## config.mk

```make
export PLATFORM = sky130hd
export DESIGN_NAME = exu_top
export DESIGN_NICKNAME = d
export VERILOG_FILES = /design/src/logic/exu_pkg.sv /design/src/logic/exu_issue.sv /design/src/logic/exu_alu.sv /design/src/logic/exu_fsm.sv /design/src/logic/exu_dmem.sv /design/src/logic/exu_wb.sv /design/src/logic/exu_top.sv
export SDC_FILE = /design/constraint.sdc
export NUM_CORES = 2
export LEC_CHECK = 0
export ABC_CLOCK_PERIOD_IN_PS = 4800
export BUFFER_PORTS_ARGS = -buffer_cell sky130_fd_sc_hd__buf_2
export CORE_ASPECT_RATIO = 0.5
export CORE_MARGIN = 2
export CORE_UTILIZATION = 55
export CTS_CLUSTER_DIAMETER = 100
export DETAILED_ROUTE_END_ITERATION = 6
export PLACE_DENSITY_LB_ADDON = 0.12
export SLEW_MARGIN = 20
export SYNTH_ARGS = -nofsm -noshare
export SYNTH_HDL_FRONTEND = slang
export SYNTH_SLANG_ARGS = --single-unit
export TNS_END_PERCENT = 20
```

## constraint.sdc

```tcl
create_clock -name clk -period 4.8 [get_ports clk]
set_clock_uncertainty 0.2 [all_clocks]
set_input_delay 0.48 -clock clk [delete_from_list [all_inputs] [get_ports clk]]
set_output_delay 0.48 -clock clk [all_outputs]
set_load 0.03 [all_outputs]
```

## src/logic/exu_pkg.sv

```systemverilog
package exu_pkg;

  // --------------------------------------------------------------------------
  // Sizes
  // --------------------------------------------------------------------------
  localparam int XLEN       = 32;              // Data and address word
  localparam int DMEM_WORDS = 64;              // Data memory depth
  localparam int DMEM_AW    = 6;               // Word index width
  localparam logic [7:0] DMEM_LFSR_SEED = 8'hA5; // Wait-cycle generator start

  // --------------------------------------------------------------------------
  // Vector types
  // --------------------------------------------------------------------------
  typedef logic [XLEN-1:0]    word_t;     // Data or address word
  typedef logic [4:0]         reg_idx_t;  // Destination register number
  typedef logic [DMEM_AW-1:0] dmem_idx_t; // Word index into data memory

  // Operation codes from decode
  typedef enum logic [2:0] {
    ADD,
    SUB,
    AND,
    OR,
    XOR,
    LW,
    SW
  } exu_op_e;

  // Branch class for the control FSM
  typedef enum logic [1:0] {
    ALU,
    LOAD,
    STORE
  } inst_type_e;

  // Control FSM states, same order as the bus sequence
  typedef enum logic [2:0] {
    IDLE,
    WAIT_ARREADY,   // AR channel
    WAIT_RVALID,    // R channel
    WAIT_AWREADY,   // AW channel
    WAIT_WREADY,    // W channel
    WAIT_BVALID,    // B channel
    WAIT_READY      // Result offered to writeback
  } exu_state_e;

  // --------------------------------------------------------------------------
  // Bundles
  // --------------------------------------------------------------------------
  typedef struct packed {
    exu_op_e  op;
    reg_idx_t rd;
    word_t    src1;
    word_t    src2;
    word_t    imm;
  } exu_req_t;                                 // 104 bits

  typedef struct packed {
    reg_idx_t rd;
    logic     wen;
    word_t    data;
  } exu_res_t;                                 // 38 bits

  typedef struct packed {
    word_t addr;                               // Byte address
    word_t wdata;                              // Store data
  } mem_req_t;                                 // 64 bits

endpackage

```

## src/logic/exu_issue.sv

```systemverilog
`timescale 1ns/1ns

module exu_issue import exu_pkg::*; (
  input  logic       clk,
  input  logic       rst,          // Active low, async

  // Decode side
  input  exu_req_t   req_i,        // Incoming operation
  input  logic       accept_i,     // valid_pre and ready_pre

  // Toward FSM, ALU and writeback
  output inst_type_e inst_type_o,  // Class of the incoming op
  output exu_req_t   op_o          // Held copy of the accepted op
);

  exu_req_t op_q;

  // --------------------------------------------------------------------------
  // Classify incoming opcode
  // --------------------------------------------------------------------------
  // Looks at req_i directly, not the held copy, because the FSM
  // picks its branch in the same cycle as accept
  always_comb begin
    unique case (req_i.op)
      LW:      inst_type_o = LOAD;
      SW:      inst_type_o = STORE;
      ADD,
      SUB,
      AND,
      OR,
      XOR:     inst_type_o = ALU;
      default: inst_type_o = ALU;          // Unused codes run as ALU
    endcase
  end

  // --------------------------------------------------------------------------
  // Operation register
  // --------------------------------------------------------------------------
  // Loaded on accept only; later states see a stable copy while the
  // decode side is free to move on
  always_ff @(posedge clk or negedge rst) begin
    if (!rst) begin
      op_q <= '0;
    end else if (accept_i) begin
      op_q <= req_i;
    end
  end

  assign op_o = op_q;

endmodule

```

## src/logic/exu_alu.sv

```systemverilog
`timescale 1ns/1ns

module exu_alu import exu_pkg::*; (
  input  exu_req_t op_i,       // Held operation from issue
  output word_t    result_o,   // ALU result
  output mem_req_t mem_o       // Address and store data
);

  word_t a;
  word_t b;
  word_t sum;
  word_t diff;

  // Operand aliases
  assign a = op_i.src1;
  assign b = op_i.src2;

  assign sum  = a + b;
  assign diff = a - b;

  // --------------------------------------------------------------------------
  // Result select
  // --------------------------------------------------------------------------
  always_comb begin
    unique case (op_i.op)
      ADD:     result_o = sum;
      SUB:     result_o = diff;
      AND:     result_o = a & b;
      OR:      result_o = a | b;
      XOR:     result_o = a ^ b;
      LW,
      SW:      result_o = '0;          // Result comes from memory or is empty
      default: result_o = '0;
    endcase
  end

  // --------------------------------------------------------------------------
  // Memory request
  // --------------------------------------------------------------------------
  // Effective address is base plus offset, no alignment check
  assign mem_o.addr  = op_i.src1 + op_i.imm;

  // Store data is always the second register
  assign mem_o.wdata = op_i.src2;

endmodule

```

## src/logic/exu_fsm.sv

```systemverilog
`timescale 1ns/1ns

module exu_fsm import exu_pkg::*; (
  input  logic       clk,
  input  logic       rst,            // Active low, async

  // Decode side
  input  inst_type_e inst_type_i,    // Class of the incoming op
  input  logic       valid_pre_i,
  output logic       ready_pre_o,
  output logic       accept_o,       // Transfer on the decode pair

  // Writeback side
  output logic       valid_post_o,
  input  logic       ready_post_i,

  // AR channel
  output logic       arvalid_o,
  input  logic       arready_i,

  // R channel
  input  logic       rvalid_i,
  output logic       rready_o,

  // AW channel
  output logic       awvalid_o,
  input  logic       awready_i,

  // W channel
  output logic       wvalid_o,
  input  logic       wready_i,

  // B channel
  input  logic       bvalid_i,
  output logic       bready_o
);

  exu_state_e state_q;
  exu_state_e state_d;

  // --------------------------------------------------------------------------
  // Outputs, decoded from state only
  // --------------------------------------------------------------------------
  assign ready_pre_o  = (state_q == IDLE);
  assign valid_post_o = (state_q == WAIT_READY);

  assign arvalid_o    = (state_q == WAIT_ARREADY);   // AR
  assign rready_o     = (state_q == WAIT_RVALID);    // R

  assign awvalid_o    = (state_q == WAIT_AWREADY);   // AW
  assign wvalid_o     = (state_q == WAIT_WREADY);    // W
  assign bready_o     = (state_q == WAIT_BVALID);    // B

  // Decode pair handshake
  assign accept_o = valid_pre_i && ready_pre_o;

  // --------------------------------------------------------------------------
  // State register
  // --------------------------------------------------------------------------
  always_ff @(posedge clk or negedge rst) begin
    if (!rst) begin
      state_q <= IDLE;
    end else begin
      state_q <= state_d;
    end
  end

  // --------------------------------------------------------------------------
  // Next state
  // --------------------------------------------------------------------------
  always_comb begin
    state_d = state_q;                         // Hold by default
    unique case (state_q)
      IDLE: begin
        if (valid_pre_i) begin
          unique case (inst_type_i)
            LOAD:    state_d = WAIT_ARREADY;   // Read path
            STORE:   state_d = WAIT_AWREADY;   // Write path
            default: state_d = WAIT_READY;     // ALU result ready next cycle
          endcase
        end
      end
      WAIT_ARREADY: if (arready_i)    state_d = WAIT_RVALID;
      WAIT_RVALID:  if (rvalid_i)     state_d = WAIT_READY;
      WAIT_AWREADY: if (awready_i)    state_d = WAIT_WREADY;
      WAIT_WREADY:  if (wready_i)     state_d = WAIT_BVALID;
      WAIT_BVALID:  if (bvalid_i)     state_d = WAIT_READY;
      WAIT_READY:   if (ready_post_i) state_d = IDLE;
      default:                        state_d = IDLE;   // Illegal code recovers
    endcase
  end

endmodule

```

## src/logic/exu_dmem.sv

```systemverilog
`timescale 1ns/1ns

module exu_dmem import exu_pkg::*; (
  input  logic     clk,
  input  logic     rst,          // Active low, async
  input  mem_req_t mem_i,        // Address and store data from ALU
  input  logic     arvalid_i,
  output logic     arready_o,
  output logic     rvalid_o,
  input  logic     rready_i,
  output word_t    rdata_o,
  input  logic     awvalid_i,
  output logic     awready_o,
  input  logic     wvalid_i,
  output logic     wready_o,
  output logic     bvalid_o,
  input  logic     bready_i
);

  logic [7:0] lfsr_q;                  // Wait-cycle generator
  word_t      mem_q [DMEM_WORDS];
  word_t      rdata_q;
  dmem_idx_t  idx;                     // Word index, wraps modulo depth
  dmem_idx_t  aw_idx_q;                // Write index latched on AW
  logic       arready_q, rvalid_q, awready_q, wready_q, bvalid_q;
  logic       b_pend_q;                // W done, response owed
  logic       ar_xfer, r_xfer, aw_xfer, w_xfer, b_xfer;

  assign idx = mem_i.addr[DMEM_AW+1:2];  // Drop byte offset

  // Channel transfers
  assign ar_xfer = arvalid_i && arready_q;
  assign r_xfer  = rvalid_q  && rready_i;
  assign aw_xfer = awvalid_i && awready_q;
  assign w_xfer  = wvalid_i  && wready_q;
  assign b_xfer  = bvalid_q  && bready_i;

  // --------------------------------------------------------------------------
  // Handshake and wait cycles
  // --------------------------------------------------------------------------
  // Each ready or response is registered, so it lags its valid level by
  // one cycle at least; an LFSR bit adds further random wait cycles
  always_ff @(posedge clk or negedge rst) begin
    if (!rst) begin
      lfsr_q    <= DMEM_LFSR_SEED;
      arready_q <= 1'b0;
      rvalid_q  <= 1'b0;
      awready_q <= 1'b0;
      wready_q  <= 1'b0;
      bvalid_q  <= 1'b0;
      b_pend_q  <= 1'b0;
      aw_idx_q  <= '0;
      rdata_q   <= '0;
    end else begin
      lfsr_q <= {lfsr_q[6:0], lfsr_q[7] ^ lfsr_q[5] ^ lfsr_q[4] ^ lfsr_q[3]}; // Max length

      if (ar_xfer)                                arready_q <= 1'b0; // One pulse
      else if (arvalid_i && lfsr_q[0])            arready_q <= 1'b1;
      if (r_xfer)                                 rvalid_q  <= 1'b0;
      else if (rready_i && lfsr_q[1])             rvalid_q  <= 1'b1;
      if (aw_xfer)                                awready_q <= 1'b0;
      else if (awvalid_i && lfsr_q[2])            awready_q <= 1'b1;
      if (w_xfer)                                 wready_q  <= 1'b0;
      else if (wvalid_i && lfsr_q[3])             wready_q  <= 1'b1;
      if (b_xfer)                                 bvalid_q  <= 1'b0; // Held until bready
      else if (bready_i && b_pend_q && lfsr_q[4]) bvalid_q  <= 1'b1;

      if (w_xfer)      b_pend_q <= 1'b1;
      else if (b_xfer) b_pend_q <= 1'b0;

      if (ar_xfer) rdata_q  <= mem_q[idx];   // Read data fixed at AR
      if (aw_xfer) aw_idx_q <= idx;
    end
  end

  // --------------------------------------------------------------------------
  // Storage, cleared on reset, written on W transfer
  // --------------------------------------------------------------------------
  always_ff @(posedge clk or negedge rst) begin
    if (!rst) begin
      for (int i = 0; i < DMEM_WORDS; i++) mem_q[i] <= '0;
    end else if (w_xfer) begin
      mem_q[aw_idx_q] <= mem_i.wdata;
    end
  end

  assign arready_o = arready_q;
  assign rvalid_o  = rvalid_q;
  assign rdata_o   = rdata_q;
  assign awready_o = awready_q;
  assign wready_o  = wready_q;
  assign bvalid_o  = bvalid_q;

endmodule

```

## src/logic/exu_wb.sv

```systemverilog
`timescale 1ns/1ns

module exu_wb import exu_pkg::*; (
  input  logic     clk,
  input  logic     rst,            // Active low, async
  input  exu_req_t op_i,           // Held operation
  input  word_t    alu_result_i,
  input  word_t    rdata_i,        // Read data from memory
  input  logic     rvalid_i,
  input  logic     rready_i,
  output exu_res_t res_o           // Writeback result
);

  word_t load_q;                   // Captured load data

  // --------------------------------------------------------------------------
  // Load data capture on R transfer
  // --------------------------------------------------------------------------
  always_ff @(posedge clk or negedge rst) begin
    if (!rst) begin
      load_q <= '0;
    end else if (rvalid_i && rready_i) begin
      load_q <= rdata_i;
    end
  end

  // --------------------------------------------------------------------------
  // Result select
  // --------------------------------------------------------------------------
  // All sources are registered, so res_o holds still in WAIT_READY
  always_comb begin
    res_o.rd = op_i.rd;
    unique case (op_i.op)
      LW: begin
        res_o.wen  = 1'b1;
        res_o.data = load_q;
      end
      SW: begin
        res_o.wen  = 1'b0;             // Store writes no register
        res_o.data = '0;
      end
      default: begin
        res_o.wen  = 1'b1;             // ALU ops
        res_o.data = alu_result_i;
      end
    endcase
  end

endmodule

```

## src/logic/exu_top.sv

```systemverilog
`timescale 1ns/1ns

module exu_top import exu_pkg::*; (
  input  logic     clk,
  input  logic     rst,            // Active low, async

  // Decode side
  input  exu_req_t req_i,
  input  logic     valid_pre_i,
  output logic     ready_pre_o,

  // Writeback side
  output exu_res_t res_o,
  output logic     valid_post_o,
  input  logic     ready_post_i
);

  // --------------------------------------------------------------------------
  // Internal wires
  // --------------------------------------------------------------------------
  inst_type_e inst_type;
  exu_req_t   op;              // Held operation
  logic       accept;
  word_t      alu_result;
  mem_req_t   mem_req;
  word_t      rdata;

  // AXI-lite style handshakes
  logic arvalid, arready;
  logic rvalid, rready;
  logic awvalid, awready;
  logic wvalid, wready;
  logic bvalid, bready;

  // Input side
  exu_issue u_issue (
    .clk         (clk),
    .rst         (rst),
    .req_i       (req_i),
    .accept_i    (accept),
    .inst_type_o (inst_type),
    .op_o        (op)
  );

  exu_alu u_alu (
    .op_i     (op),
    .result_o (alu_result),
    .mem_o    (mem_req)
  );

  // Control
  exu_fsm u_fsm (
    .clk          (clk),
    .rst          (rst),
    .inst_type_i  (inst_type),
    .valid_pre_i  (valid_pre_i),
    .ready_pre_o  (ready_pre_o),
    .accept_o     (accept),
    .valid_post_o (valid_post_o),
    .ready_post_i (ready_post_i),
    .arvalid_o    (arvalid),
    .arready_i    (arready),
    .rvalid_i     (rvalid),
    .rready_o     (rready),
    .awvalid_o    (awvalid),
    .awready_i    (awready),
    .wvalid_o     (wvalid),
    .wready_i     (wready),
    .bvalid_i     (bvalid),
    .bready_o     (bready)
  );

  // Data memory slave
  exu_dmem u_dmem (
    .clk       (clk),
    .rst       (rst),
    .mem_i     (mem_req),
    .arvalid_i (arvalid),
    .arready_o (arready),
    .rvalid_o  (rvalid),
    .rready_i  (rready),
    .rdata_o   (rdata),
    .awvalid_i (awvalid),
    .awready_o (awready),
    .wvalid_i  (wvalid),
    .wready_o  (wready),
    .bvalid_o  (bvalid),
    .bready_i  (bready)
  );

  // Output side
  exu_wb u_wb (
    .clk          (clk),
    .rst          (rst),
    .op_i         (op),
    .alu_result_i (alu_result),
    .rdata_i      (rdata),
    .rvalid_i     (rvalid),
    .rready_i     (rready),
    .res_o        (res_o)
  );

endmodule

```

### After elaboration in Yosys (flattened, before gate mapping)

Index checks and enable logic that the tools add are counted.

* flip-flop bits (word level): 2215
* input bits: 108
* logic and storage cells: 169

* add/sub/neg operators: 3
* $lt $le $gt $ge: 3
* eq/ne operators: 23
* multiplexer cells: 30
* bitwise gates (word level): 8
* reductions and logical operators: 22

Operators by type and width (count)
* $bwmux 2048: 1
* $bmux 32 s6: 1
* $demux 32 s6: 1
* $pmux 32 s5: 1
* $mux 32: 3
* $pmux 33 s2: 1
* $add 32x32->32: 1
* $and 32x32->32: 1
* $or 32x32->32: 1
* $sub 32x32->32: 1
* $xor 32x32->32: 1
* $eq 3x3->1 const B: 8
* $mux 3: 7
* $pmux 3 s7: 1
* $ge 7x7->1 const B: 2
* $not 6->7: 2
* $logic_and 1x1->1: 13
* $eq 3x2->1 const B: 4
* $mux 1: 12
* $ne 2x2->1 const B: 6
* $reduce_bool 2->1: 6
* $add 8x8->8: 1
* $lt 7x1->1 const B: 1
* $reduce_and 7->1: 1
* 8 further kinds: 12

### Depth between registers and ports, before layout

* depth in word-level cells: 6
* mapped depth: 19
* mapped depth without buffers: 17

### Cells and area by module

From an unflattened synthesis, not the netlist that was laid out.

* cells, all modules: 7462
* area total of the unflattened synthesis: 106842.5 µm²

By module, submodules not included
* exu_dmem: times used 1, cells each 6130, area each 94257.9 µm², seq. area each 52555.4 µm²
* exu_alu: times used 1, cells each 853, area each 5926.9 µm², seq. area each 0.0 µm²
* exu_issue: times used 1, cells each 222, area each 4130.2 µm², seq. area each 2602.5 µm²
* exu_wb: times used 1, cells each 222, area each 2243.4 µm², seq. area each 800.8 µm²
* exu_fsm: times used 1, cells each 35, area each 284.0 µm², seq. area each 75.1 µm²

### Worst setup path after synthesis

OpenSTA, ideal clock, no wires.

* kind: register to output
* start point: register u_issue.op_q (netlist bit u_issue.op_o[32])
* end point: output res_o[29] in the netlist's numbering
* arrival: 4237 ps
* data required time: 4120 ps
* path slack: -117 ps
* stages on the path, launching flop included: 18
* buffers on the path: 1
* cells stage by stage: dfrtp_1 > inv_1 > clkbuf_1 > ha_1 > and2_1 > nand3_1 > nor4_2 > a21oi_1 > xnor2_1 > ha_1 > and3_1 > and2_1 > a221oi_1 > a31oi_2 > a21oi_1 > o21ai_1 > xnor2_1 > o21ai_0

RTL lines
* start, declared: RTL line exu_issue.sv:16 `exu_req_t op_q;`
* start signal, assigned: RTL line exu_issue.sv:45 `op_q <= req_i;`
* end, declared: RTL line exu_top.sv:13 `output exu_res_t res_o,`

==> impl_metrics.yaml <==
status:
  outcome: "complete, but fails checks"
  violations: "negative setup slack"
route:
  ant_nets: 0
  drt-initial-drc-count: 6354
  drcViolationCount: 0
  dr.pass1.iters: 6
  vias_per_cell: 6.20
  vias: 65800
  drt-total-wl_mm: 289
  wl_per_cell_um: 27.3
cells_and_area:
  layout_commonest_cell: "dfrtp_1"
  final_nets: 8249
  areaGrowthSynthToFinish_pct: 12.7
  final_cells: 10600
  final_cell_mix: "2210 x dfrtp_1, 1155 x nand2_1, 1152 x o21ai_0, 1047 x mux2_2, 513 x mux4_2"
  fin_util_pct: 62.5
  drive_above_1_share_pct: 31.7
  design_area_sq_mm: 0.113
clock_tree:
  htreeDepth: 4
  insertion_delay_ns: 0.84
  cts_buffers: 199
  clockBufferDepth: 4
  path_clk_slew_ns: 0.07
  clock-sinks: 2215
  cts_tree: "yes"
  clock-root-buffer: "clkbuf_16"
global_route:
  overflow: 0
  grt_usage_pct: 31.8
  grt_pass1_wl_mm: 435
  grtUsageMet3_pct: 9.70
  grt_max_degree: 127
  global_route.usage.met2_pct: 45.7
  grt_pass1_vias: 66000
  grt_util_met1_pct: 47.5
  busiest_layer: "met1"
  antenna_found_initial: 23
critical_path:
  crit_type: "reg -> out"
  critPathLaunchType: "flip-flop"
  cpMostUsedCell: "buf_4"
  crit_fanout: 4
  cp_data_arrival_time_ns: 4.68
  endpoint_kind: "output port"
  critPathRequiredTime_ns: 4.12
  critPathTopFamily: "compound AO/OA/AOI/OAI gates"
  worstPathCellList: "nor4_4 -> and2_4 -> nand4_1 -> o21ai_1 -> xnor2_1 -> ha_1 -> buf_6 -> buf_4 -> nand3_2 -> a21oi_2 -> o32a_1 -> buf_4 -> a41oi_1 -> xor2_1 -> o21ai_0 -> buf_2"
  r2r_slack_ns: 0.57
  crit_slowest_cell: "o21ai_0"
  path_buf_inv: 4
  cp_slowest_stage_delay_ns: 0.51
placed_design:
  dpl.hpwl_mm: 184
  pre_cts_slack_ns: -0.424
  place_area_sq_mm: 0.105
  place_inst: 10200
  portBuffers: 123
  gp_congestion: 0.981
timing:
  hold_viol: 0
  setup_violations: 24
  min_period_over_period_pct: 112
  worst_slack_ns: -0.557
  holdWs_ns: 0.0728
  fmax_mhz: 187
  grt_setup_unrepaired: "yes"
  relSlewSlack_pct: 30.5
  fin_setup_tns_ns: -8.44
  final_max_slew_viol_count: 0
  worst_pin_slew_ns: 1.04
  period_minus_slack_ns: 5.36
synth:
  ys_seq_area_share_pct: 55.4
  ys_warn_count: 0
  ys_types: 83
  avgSynthCellArea_sq_um: 12.6
  synth-seq-cells: 2215
  syn_nets: 8140
  syn_area_sq_mm: 0.100
  synth_edf_count: 0
  async_flop_share_pct: 100
  synth_ff_type: "dfrtp_1"
  syn_inst: 7928
power_and_ir_drop:
  peakVddDrop_uv: 294
  p_total_mw: 35.5
  power.leakage_nw: 52.7
  power_density_mw_per_mm2: 315
die:
  die_w_um: 607
  core_sq_mm: 0.180
  die_h_um: 306
  start_util_pct: 55.5
  ios: 148
  dieArea_sq_mm: 0.186
  fp-row-count: 110
job:
  cap_violations: 0
hold_path:
  hold_class: "in -> async"
==> state kept, by name (all words and copies together) (netlist names), 3 cells and up <==
signal           flops
u_dmem.rdata_o      32
u_dmem.mem_q      2048
u_fsm.state_q        3
u_dmem.lfsr_q        8
u_dmem.aw_idx_q      6
u_issue.op_o        80
u_wb.load_q         32
==> per-layer routing <==
layer	part of all wire [%]	wire length, um	up-vias
met4	2.5	7150	12
met1	45	130000	34600
met2	43	124000	2070
met3	9.8	28200	388
met5	0.024	70	-
li1	-	-	28700
==> final cells by class <==
class / count / area, sq um
Multi-Input combinational cell: 4899 / 41800
Clock inverter: 60 / 616
Timing Repair Buffer: 640 / 5590
Inverter: 82 / 308
Antenna cell: 16 / 40.0
Fill cell: 14000 / 67500
Sequential cell: 2215 / 55400
Clock buffer: 295 / 5980
Tap cell: 2408 / 3010
==> worst register-to-register path: cells and delay by family (launching register included) <==
family	cells	cell delay [ns]
adders and majority gates	1	0.34
buffers and inverters	2	0.80
AOI/OAI and AO/OA	4	1.32
muxes	1	0.63
and+or+nand+nor	1	0.13
DFF	1	0.45
xor gates and xnor gates	1	0.23
==> synth_stat cells (all sizes together), types with 32 or more instances <==
master  count  area share [%]
a21oi      53            0.27
buf       226             1.4
clkbuf    506             1.9
dfrtp    2211              55
ha        103             1.3
inv        69            0.26
mux2     1074              12
mux4      513              12
nand2    1194             4.5
nor2       87            0.33
nor3       54            0.28
o21ai    1197             6.0
o22a       32            0.28
o22ai     195             1.2
or3        36            0.23
xnor2      51            0.49
==> kinds of logic (layout without fill, tap and decap cells) <==
kind of cell,Yosys count,in the layout,share of synthesized area (%)
xor gates and xnor gates,68,68,0.637
AOI/OAI and AO/OA,1654,1654,9.26
muxes,1604,1604,23.8
other,0,16,0
buffers and inverters,814,1077,3.59
DFF,2215,2215,55.4
and+or+nand+nor,1469,1469,5.99
adders and majority gates,104,104,1.31
==> path summary, 6_finish.rpt <==
kind,start,cells after the start,endpoint
max in group asynchronous,rst,3,u_issue.op_o[63]
hold reg to reg,u_dmem.lfsr_q[6],0,u_dmem.lfsr_q[7]
min in group clk,valid_pre_i,3,u_issue.op_o[77]
setup reg to reg,u_issue.op_o[65],10,u_dmem.rdata_o[1]
hold / removal,rst,2,u_dmem.mem_q[627]
setup / recovery,u_issue.op_o[36],16,res_o[18]
==> what timing repair did <==
action	4_1_cts	5_1_grt
buffers inserted	6	2
setup endpoints to repair	24	26
resized for setup	60	51
hold endpoints to repair	154	0
hold buffers	83	0
pin swaps	29	30
==> where the power goes <==
group / switching (mW) / internal [mW]
clock: 7.13 / 9.24
combinational: 0.404 / 0.114
sequential: 0.00188 / 18.7
Power figures use the tool's default switching activity.
